[src/design/decode_params.svh]
`ifndef DECODE_PARAMS_SVH
`define DECODE_PARAMS_SVH

// instruction word and immediate
`define INST_W 32

// field widths inside the word
`define OPC_W 7
`define F3_W 3
`define F7_W 7
`define F12_W 12
`define REG_W 5

`define F7_ALT 7'b0100000          // sub / sra select
`define F12_EBREAK 12'h001
`define F12_ECALL 12'h000
`define F12_MRET 12'h302
`define MASK_W 8                   // byte lanes of a memory access

`endif

[src/design/decodePkg.sv]
`include "decode_params.svh"

package decodePkg;

    // rv32i major opcodes
    typedef enum logic [6:0] {
        opLui    = 7'b0110111,
        opAuipc  = 7'b0010111,
        opJal    = 7'b1101111,
        opJalr   = 7'b1100111,
        opBranch = 7'b1100011,
        opLoad   = 7'b0000011,
        opStore  = 7'b0100011,
        opImm    = 7'b0010011,     // register-immediate arithmetic
        opOp     = 7'b0110011,     // register-register arithmetic
        opSystem = 7'b1110011      // ecall, ebreak, mret, csr*
    } opcode_t;

    typedef enum logic [2:0] {
        fmtI, fmtS, fmtR, fmtU, fmtJ, fmtB, fmtN
    } instFormat_t;

    typedef enum logic [2:0] {
        aluAdd, aluSub, aluSra, aluAnd, aluOr, aluXor, aluSll, aluSrl
    } aluOp_t;

    // where the destination register value comes from
    typedef enum logic [2:0] {
        rdAlu, rdMem, rdLink, rdCmp, rdCsr, rdNone
    } rdSrc_t;

    typedef enum logic [1:0] {
        srcReg, srcImm, srcCsr
    } aluSrc2_t;

    typedef enum logic [2:0] {
        cmpEq, cmpNe, cmpLt, cmpGe, cmpLtu, cmpGeu
    } cmpType_t;

    typedef enum logic [2:0] {
        memByte, memHalf, memWord, memByteU, memHalfU
    } memType_t;

    // raw fields sliced from the captured word, 61 bits
    typedef struct packed {
        logic [`OPC_W-1:0]  opcode;
        logic [`F3_W-1:0]   funct3;
        logic [`F7_W-1:0]   funct7;
        logic [`F12_W-1:0]  funct12;
        logic [`INST_W-1:0] word;
    } instFields_t;

    typedef struct packed {
        logic               memValid;
        logic               memWrite;
        logic [`MASK_W-1:0] memMask;
        memType_t           memType;   // load extension, don't care on stores
    } memCtrl_t;

    typedef struct packed {
        instFormat_t instFormat;
        memCtrl_t    memCtrl;
        cmpType_t    cmpType;
        logic        isBranch;
        logic        isJump;
        logic        isJalr;
        aluOp_t      aluOp;
        rdSrc_t      rdSrc;
        aluSrc2_t    aluSrc2;
        logic        isEcall;
        logic        isMret;
        logic        writeCsr;
    } decodeCtrl_t;

endpackage

[src/design/instCapture.sv]
`include "decode_params.svh"

module instCapture (
    input  logic                   clk,
    input  logic                   rstN,
    input  logic                   instValid,     // one-cycle strobe
    input  logic [`INST_W-1:0]     instWord,
    output decodePkg::instFields_t fields,
    output logic                   fieldsValid    // strobe delayed by one cycle
);

    logic [`INST_W-1:0] wordQ;     // captured instruction
    logic               validQ;

    // strobe pipeline, cleared by reset
    always_ff @(posedge clk or negedge rstN) begin
        if (!rstN) begin
            validQ <= 1'b0;
        end else begin
            validQ <= instValid;
        end
    end

    // word only loads on a strobe
    always_ff @(posedge clk) begin
        if (instValid) begin
            wordQ <= instWord;
        end
    end

    // standard rv32i field positions
    always_comb begin
        fields.opcode  = wordQ[6:0];
        fields.funct3  = wordQ[14:12];
        fields.funct7  = wordQ[31:25];
        fields.funct12 = wordQ[31:20];   // system code or csr address
        fields.word    = wordQ;          // immGen slices the rest
    end

    assign fieldsValid = validQ;

endmodule

[src/design/ctrlDecoder.sv]
`include "decode_params.svh"

module ctrlDecoder (
    input  decodePkg::instFields_t fields,
    output decodePkg::decodeCtrl_t ctrl,
    output logic                   haltReq    // ebreak or illegal
);
    import decodePkg::*;

    logic isLui, isAuipc, isJal, isJalr, isBranch;
    logic isLoad, isStore, isImm, isOp, isSystem;
    logic sysF3Zero, isEbreak, isEcall, isMret;
    logic isIllegal;
    logic setLess;                   // slt, sltu, slti, sltiu
    logic altF7;

    // opcode classes
    assign isLui    = fields.opcode == opLui;
    assign isAuipc  = fields.opcode == opAuipc;
    assign isJal    = fields.opcode == opJal;
    assign isJalr   = (fields.opcode == opJalr) && (fields.funct3 == 3'd0);  // only funct3 0
    assign isBranch = fields.opcode == opBranch;
    assign isLoad   = fields.opcode == opLoad;
    assign isStore  = fields.opcode == opStore;
    assign isImm    = fields.opcode == opImm;
    assign isOp     = fields.opcode == opOp;
    assign isSystem = fields.opcode == opSystem;

    // system sub-decode by funct12
    assign sysF3Zero = isSystem && (fields.funct3 == 3'd0);
    assign isEbreak  = sysF3Zero && (fields.funct12 == `F12_EBREAK);
    assign isEcall   = sysF3Zero && (fields.funct12 == `F12_ECALL);
    assign isMret    = sysF3Zero && (fields.funct12 == `F12_MRET);

    // bad jalr funct3 falls out here too
    assign isIllegal = !(isLui | isAuipc | isJal | isJalr | isBranch |
                         isLoad | isStore | isImm | isOp | isSystem);
    assign haltReq   = isEbreak | isIllegal;

    assign setLess = (isImm | isOp) && (fields.funct3[2:1] == 2'b01);  // funct3 2 or 3
    assign altF7   = fields.funct7 == `F7_ALT;

    always_comb begin
        // format from opcode class
        case (1'b1)
            isLui, isAuipc:        ctrl.instFormat = fmtU;
            isJal:                 ctrl.instFormat = fmtJ;
            isJalr, isLoad, isImm: ctrl.instFormat = fmtI;
            isBranch:              ctrl.instFormat = fmtB;
            isStore:               ctrl.instFormat = fmtS;
            isOp:                  ctrl.instFormat = fmtR;
            default:               ctrl.instFormat = fmtN;
        endcase

        // memory side, zero unless load or store
        ctrl.memCtrl.memValid = isLoad | isStore;
        ctrl.memCtrl.memWrite = isStore;
        ctrl.memCtrl.memMask  = '0;
        ctrl.memCtrl.memType  = memByte;
        if (isLoad | isStore) begin
            case (fields.funct3)
                3'd0:    ctrl.memCtrl.memMask = 8'h01;
                3'd1:    ctrl.memCtrl.memMask = 8'h03;
                3'd2:    ctrl.memCtrl.memMask = 8'h0f;
                default: ctrl.memCtrl.memMask = 8'h00;   // lbu/lhu mask stays zero
            endcase
            case (fields.funct3)
                3'd1:    ctrl.memCtrl.memType = memHalf;
                3'd2:    ctrl.memCtrl.memType = memWord;
                3'd4:    ctrl.memCtrl.memType = memByteU;
                3'd5:    ctrl.memCtrl.memType = memHalfU;
                default: ctrl.memCtrl.memType = memByte;
            endcase
        end

        // compare type
        ctrl.cmpType = cmpEq;
        if (isBranch) begin
            case (fields.funct3)
                3'd1:    ctrl.cmpType = cmpNe;
                3'd4:    ctrl.cmpType = cmpLt;
                3'd5:    ctrl.cmpType = cmpGe;
                3'd6:    ctrl.cmpType = cmpLtu;
                3'd7:    ctrl.cmpType = cmpGeu;
                default: ctrl.cmpType = cmpEq;
            endcase
        end else if (setLess) begin
            ctrl.cmpType = fields.funct3[0] ? cmpLtu : cmpLt;
        end

        // alu op; compares run through the subtractor
        ctrl.aluOp = aluAdd;
        if (isBranch || setLess || (isOp && (fields.funct3 == 3'd0) && altF7)) begin
            ctrl.aluOp = aluSub;
        end else if (isImm || isOp) begin
            case (fields.funct3)
                3'd1:    ctrl.aluOp = aluSll;
                3'd4:    ctrl.aluOp = aluXor;
                3'd5:    ctrl.aluOp = altF7 ? aluSra : aluSrl;
                3'd6:    ctrl.aluOp = aluOr;
                3'd7:    ctrl.aluOp = aluAnd;
                default: ctrl.aluOp = aluAdd;
            endcase
        end

        // destination source, first match wins
        case (1'b1)
            isBranch, isStore, isEcall, isMret, isEbreak, isIllegal: ctrl.rdSrc = rdNone;
            isLoad:        ctrl.rdSrc = rdMem;
            isJal, isJalr: ctrl.rdSrc = rdLink;   // pc + 4
            setLess:       ctrl.rdSrc = rdCmp;
            isSystem:      ctrl.rdSrc = rdCsr;    // csrrw, csrrs and friends
            default:       ctrl.rdSrc = rdAlu;
        endcase

        if (isOp) begin
            ctrl.aluSrc2 = srcReg;
        end else if (isSystem) begin
            ctrl.aluSrc2 = srcCsr;
        end else begin
            ctrl.aluSrc2 = srcImm;
        end

        ctrl.isBranch = isBranch;
        ctrl.isJump   = isJal | isJalr;
        ctrl.isJalr   = isJalr;
        ctrl.isEcall  = isEcall;
        ctrl.isMret   = isMret;
        ctrl.writeCsr = isSystem & ~isEbreak & ~isMret;   // ecall writes mepc/mcause
    end

endmodule

[src/design/immGen.sv]
`include "decode_params.svh"

module immGen (
    input  decodePkg::instFields_t fields,
    input  decodePkg::instFormat_t format,
    output logic [`INST_W-1:0]     imm
);
    import decodePkg::*;

    logic                sign;       // every immediate extends from bit 31
    logic [`REG_W-1:0]   rdField;    // low s/b bits sit in the rd slot
    logic [`INST_W-1:0]  w;

    assign w       = fields.word;
    assign sign    = w[31];
    assign rdField = w[11:7];

    always_comb begin
        case (format)
            fmtI: imm = {{20{sign}}, fields.funct12};
            fmtS: imm = {{20{sign}}, fields.funct7, rdField};
            fmtB: begin
                // bit 11 borrowed from rd[0], lsb always zero
                imm = {{20{sign}}, rdField[0], w[30:25], rdField[4:1], 1'b0};
            end
            fmtU: imm = {w[31:12], 12'b0};
            fmtJ: begin
                // scrambled 20-bit offset, halfword aligned
                imm = {{12{sign}}, w[19:12], w[20], w[30:21], 1'b0};
            end
            default: imm = '0;               // r and n carry no immediate
        endcase
    end

endmodule

[src/design/decodeOutput.sv]
`include "decode_params.svh"

module decodeOutput (
    input  logic                   clk,
    input  logic                   rstN,
    input  logic                   fieldsValid,
    input  logic                   haltReq,
    input  decodePkg::decodeCtrl_t ctrlIn,
    input  logic [`INST_W-1:0]     immIn,
    output decodePkg::decodeCtrl_t ctrlOut,
    output logic [`INST_W-1:0]     immOut,
    output logic                   decodeValid,   // one pulse per accepted item
    output logic                   halted         // sticky until reset
);

    logic accept;

    // nothing passes once halted, nor the halting item itself
    assign accept = fieldsValid && !haltReq && !halted;

    always_ff @(posedge clk or negedge rstN) begin
        if (!rstN) begin
            ctrlOut     <= '0;
            immOut      <= '0;
            decodeValid <= 1'b0;
            halted      <= 1'b0;
        end else begin
            decodeValid <= accept;
            if (accept) begin
                ctrlOut <= ctrlIn;      // outputs hold between items
                immOut  <= immIn;
            end
            if (fieldsValid && haltReq) begin
                halted <= 1'b1;         // only reset clears it
            end
        end
    end

endmodule

[src/design/decodeStage.sv]
`include "decode_params.svh"

module decodeStage (
    input  logic                   clk,
    input  logic                   rstN,
    input  logic                   instValid,
    input  logic [`INST_W-1:0]     instWord,
    output decodePkg::decodeCtrl_t ctrlOut,
    output logic [`INST_W-1:0]     immOut,
    output logic                   decodeValid,
    output logic                   halted
);
    import decodePkg::*;

    instFields_t        fields;
    logic               fieldsValid;
    decodeCtrl_t        ctrl;           // combinational decode result
    logic               haltReq;
    logic [`INST_W-1:0] imm;

    // cycle 1 capture
    instCapture capture0 (
        .clk         (clk),
        .rstN        (rstN),
        .instValid   (instValid),
        .instWord    (instWord),
        .fields      (fields),
        .fieldsValid (fieldsValid)
    );

    ctrlDecoder decoder0 (
        .fields  (fields),
        .ctrl    (ctrl),
        .haltReq (haltReq)
    );

    // immediate keyed by the decoded format
    immGen immGen0 (
        .fields (fields),
        .format (ctrl.instFormat),
        .imm    (imm)
    );

    // cycle 2 output register
    decodeOutput output0 (
        .clk         (clk),
        .rstN        (rstN),
        .fieldsValid (fieldsValid),
        .haltReq     (haltReq),
        .ctrlIn      (ctrl),
        .immIn       (imm),
        .ctrlOut     (ctrlOut),
        .immOut      (immOut),
        .decodeValid (decodeValid),
        .halted      (halted)
    );

endmodule

[config.mk]
export PLATFORM = sky130hd
export DESIGN_NAME = decodeStage
export DESIGN_NICKNAME = d
export VERILOG_FILES = /design/src/design/decodePkg.sv /design/src/design/instCapture.sv /design/src/design/ctrlDecoder.sv /design/src/design/immGen.sv /design/src/design/decodeOutput.sv /design/src/design/decodeStage.sv
export VERILOG_INCLUDE_DIRS = /design/src /design/src/design
export SDC_FILE = /design/constraint.sdc
export NUM_CORES = 1
export LEC_CHECK = 0
export BUFFER_PORTS_ARGS = -buffer_cell sky130_fd_sc_hd__clkbuf_2
export CAP_MARGIN = 20
export CORE_AREA = 2 2 70 139
export DETAILED_ROUTE_END_ITERATION = 12
export DIE_AREA = 0 0 72 141
export PLACE_DENSITY = 0.75
export SLEW_MARGIN = 15
export SYNTH_ARGS = -nofsm -noshare
export SYNTH_HDL_FRONTEND = slang
export SYNTH_SLANG_ARGS = --single-unit
[constraint.sdc]
create_clock -name clk -period 2.3 [get_ports clk]
set_input_delay 0.23 -clock clk [delete_from_list [all_inputs] [get_ports clk]]
set_output_delay 0.23 -clock clk [all_outputs]
set_load 0.1 [all_outputs]
==> flow_results.org <==
** Run status
- The flow ran to the end, and the final reports show no timing, DRC or antenna violations.

** Clocking
- Cts hold-fix bufs :: 0
- H-tree lvl count :: 3
- Root buf cell :: sky130_fd_sc_hd__clkbuf_16
- TritonCTS built the clock tree.
- CTS clock-pin slew for the worst setup and hold paths :: 0.06 ns
- CTS sink count :: 95
- Latest clock arrival within the worst-skew pair :: 0.34 ns
- The clock passes through at most 2 buffers.
- Number of clock buffers inserted by TritonCTS :: 9
- Number of buffers added for setup after CTS :: 0

** Worst setup path
- The worst setup path is of the register to register kind.
- CP Data Arrival Time :: 2.45 ns
- For flop-to-flop paths, the worst setup slack is 0.13 ns.
- STA classifies the critical path startpoint as a register.
- Worst-path fanout max :: 9
- The endpoint identified for the worst register-to-register timing path is output0.immOut[11]$_DFFE_PN0P_.
- The worst setup path is captured at a register.
- The worst register-to-register path has a depth of 6.
- Data on the critical path is required at its endpoint by 2.58 ns.
- Source of the worst register-to-register timing path :: capture0.wordQ[12]$_DFFE_PP_

** Placement
- Prior to clock tree synthesis, the placed netlist has a worst setup slack of 0.07340 ns.
- Area of placed instances :: 5107 um^2
- Routability-driven placement finished with a final weighted congestion of 0.8449.
- Dpl hpwl :: 7.198 mm
- Number of buffers inserted by port buffering :: 97

** Timing
- Worst relative slew slack :: 47.51%
- Setup violations remaining at the end of the flow were counted as 0.
- Max Clock Freq :: 460.0 MHz
- Slew of the pin with the lowest slew margin :: 0.7874 ns
- Final period demand of the worst path :: 2.174 ns
- The total count of max-transition violations in the final report is 0.
- Setup_tns :: 0 ns
- Final count of hold timing violations :: 0
- Unrepaired setup endpoints after global routing :: false
- Ratio of final minimum period to clock period :: 94.52%
- The worst path meets setup with 0.1261 ns of slack.
- Post-route clock skew :: 0.006431 ns

** Cells and area
- Count of nets after finishing :: 508
- Filler Cell Count :: 761
- Ratio of cells with drive above 1 in the final layout :: 37.66%
- Multi-input gate area :: 1592 um^2
- Registers take 2537 um^2.
- Relative to the synthesized area, the layout overhead comes to 23.76%.
- At the end of the flow the core is filled with cells to 58.90%.
- 0 antenna diodes ended up in the layout.
- Post-route cell area :: 5416 um^2

** Logic synthesis
- During synthesis, Yosys emitted a total of 0 warnings.
- Portion of synthesized cell area occupied by the leading cell type :: 36.02%
- Count of mapped cells out of synthesis :: 353
- Post-synthesis async set-or-reset flop share :: 66.32%
- Yosys mapped the design onto 58 distinct sky130hd cell types.
- By count the netlist is led by sky130_fd_sc_hd__dfrtp_1 (63), sky130_fd_sc_hd__edfxtp_1 (32), sky130_fd_sc_hd__inv_1 (25), sky130_fd_sc_hd__nand2_1 (25), sky130_fd_sc_hd__a21oi_1 (21).
- In this run the cell area of the synthesized design comes to 4377 um^2.
- The average instance in the mapped netlist occupies 12.40 um^2.
- In the synthesized netlist the dominant register cell turns out to be sky130_fd_sc_hd__dfrtp_1.
- Count of state elements after synthesis :: 95
- Most common cell in the netlist :: sky130_fd_sc_hd__dfrtp_1
- Counting flops with a built-in enable in the synthesized netlist gives 32.
- Portion of the post-synthesis area used by sequential elements :: 57.98%
- By area the synthesized netlist is led by sky130_fd_sc_hd__dfrtp_1 (36%), sky130_fd_sc_hd__edfxtp_1 (22%), sky130_fd_sc_hd__mux2_4 (6.5%).
- The biggest area contributor in the post-synthesis netlist is sky130_fd_sc_hd__dfrtp_1.

** Floorplanning
- In this run the standard cell core region covers 9196 um^2.
- 102 I/O pins were placed.
- The die covers 10150 um^2.
- Row count :: 50
- Measured along the y axis, the die boundary spans 141 um.
- Starting density of the core :: 47.59%
- Die Width :: 72 um

** Global route
- Grt total ovfl :: 0
- For met3 alone, demand over resource in global routing was 3.931%.
- Global-route track usage on met2 :: 32.55%
- Vias in the first global route :: 3086
- The initial antenna violation count was 0.
- The global routing stage identified its most utilized layer as met2.
- Global routing consumed, over all layers together, 20.29% of the routing resources.
- Maximum number of pins on one net before global-route repair :: 64
- Global routing used 26.68% of the available met1 tracks.
- The first global-routing pass estimated 15.64 mm of wire.

** Detailed routing
- For this run, design rule violations remaining after detail routing come to 0.
- Violation count after the first detailed-routing iteration :: 181
- In the final routed layout, each cell accounts on average for 16.52 um.
- Vias per inst :: 5.308
- Total via count in the routed design :: 3089
- After detailed routing, the total wire length is 9.614 mm.
- Length of the first detailed-routing pass in iterations :: 4
- Post-route ant nets :: 0

** Pwr
- The clock network is responsible for 40.5% of the overall power.
- Leakage :: 2.488 nW
- Switching share of power :: 23.34%
- Power density relative to cell area :: 668.5 nW/um^2
- Internal Power :: 2.776 mW
- Post-layout total power :: 3.621 mW
- Gate power share :: 8.4%
- Maximum ir drop on the vdd rail :: 525.8 uV
- Switching pwr :: 0.8451 mW
- Registers are responsible for 51.1% of the overall power.

** Min path
- Worst min path class :: input pin to async pin

** Job
- Max-cap violations in this run came to 0.
## power groups by stage
stage / Combinational [mW] / Clock, mW / Sequential, mW
after global routing: 0.333 / 1.56 / 1.85
final: 0.304 / 1.47 / 1.85
after CTS: 0.306 / 1.49 / 1.85
after detailed placement: 0.305 / 0 / 1.88
after floorplan: 0.139 / 0 / 1.91
after global placement: 0.304 / 0 / 1.88
## per-stage QoR
stage / hold slack [ns] / instances
after floorplan: -0.06559 / 356
after global placement: 0.4063 / 566
after detailed placement: 0.4086 / 566
after CTS: 0.04875 / 582
after global routing: 0.04465 / 582
final: 0.04602 / 582
## cells by family (layout without fill, tap and decap cells)
family,Yosys count,after routing,synth area share (%)
AND/OR/NAND/NOR,80,80,10.29
other,1,4,0.08568
flip-flops,95,95,57.98
multiplexers,39,39,11.09
AO/OA/AOI/OAI,86,86,14.01
buffers and inverters,50,172,6.146
XOR/XNOR,2,2,0.4003
## layout make-up
cell class                 instances  share of cell area, %
clock buffer                      10                  4.412
clock inverter                     6                  1.109
inverter                          26                  1.848
multi-input combinational        211                  29.38
sequential                        95                  46.85
tap                              104                  2.402
timing repair buffer             130                  14.00
## worst max path at each step
stage / startpoint / endpoint / cells after the start / slack (ns)
2_1_floorplan: capture0.wordQ[2]$_DFFE_PP_ / output0.ctrlOut[10]$_DFFE_PN0P_ / 9 / 0.01
3_3_place_gp: capture0.wordQ[13]$_DFFE_PP_ / output0.immOut[11]$_DFFE_PN0P_ / 6 / 0.12
3_5_place_dp: capture0.wordQ[12]$_DFFE_PP_ / output0.immOut[11]$_DFFE_PN0P_ / 6 / 0.07
4_1_cts: capture0.wordQ[12]$_DFFE_PP_ / output0.immOut[11]$_DFFE_PN0P_ / 6 / 0.05
5_1_grt: capture0.wordQ[24]$_DFFE_PP_ / output0.immOut[0]$_DFFE_PN0P_ / 7 / 0.01
6_report: capture0.wordQ[12]$_DFFE_PP_ / output0.immOut[11]$_DFFE_PN0P_ / 6 / 0.13
## sequential cells by signal (all words and copies together) (netlist names)
signal                flops
capture0.fieldsValid      1
output0.immOut           32
output0.halted            1
output0.decodeValid       1
capture0.wordQ           32
output0.ctrlOut          28
## layout by cell type (no fill, tap or decap), drive strengths merged, types with 2 or more instances in the layout
cell    count
or2         3
a21o        4
o31ai      13
nor3        5
nor2       11
clkinv      4
conb        4
edfxtp     32
a21oi      21
and2        2
and3        5
o32ai       2
nand3       5
o22ai       3
dfrtp      63
a211oi      4
xnor2       2
nand2      26
nor4        4
buf        33
inv        26
o21ai      19
mux2i      20
a31oi       2
or3         4
a211o       2
clkbuf    107
o41ai       2
mux2       19
nand2b      5
a32o        2
a22o        6
## per-layer routing
metal | part of all wire [%] | vias to the layer above | routed length (um)
li1 | - | 1511 | -
met1 | 44 | 1455 | 4216
met2 | 50 | 103 | 4771
met3 | 3.7 | 20 | 357
met4 | 2.8 | 0 | 269
met5 | 0 | - | 0
## critical path: stages (launching register included)
cell and delay (ns):
sky130_fd_sc_hd__edfxtp_1 0.42, sky130_fd_sc_hd__or4b_4 0.60, sky130_fd_sc_hd__a21oi_1 0.21, sky130_fd_sc_hd__o21ai_1 0.13, sky130_fd_sc_hd__a2111oi_4 0.37, sky130_fd_sc_hd__buf_4 0.22
sky130_fd_sc_hd__a32o_1 0.16
## what timing repair did
action / CTS / global route
hold endpoints to repair: 0 / 0
setup endpoints to repair: 0 / 27
gates resized for setup: 0 / 2
No activity file was read; power rests on OpenSTA's default activity.
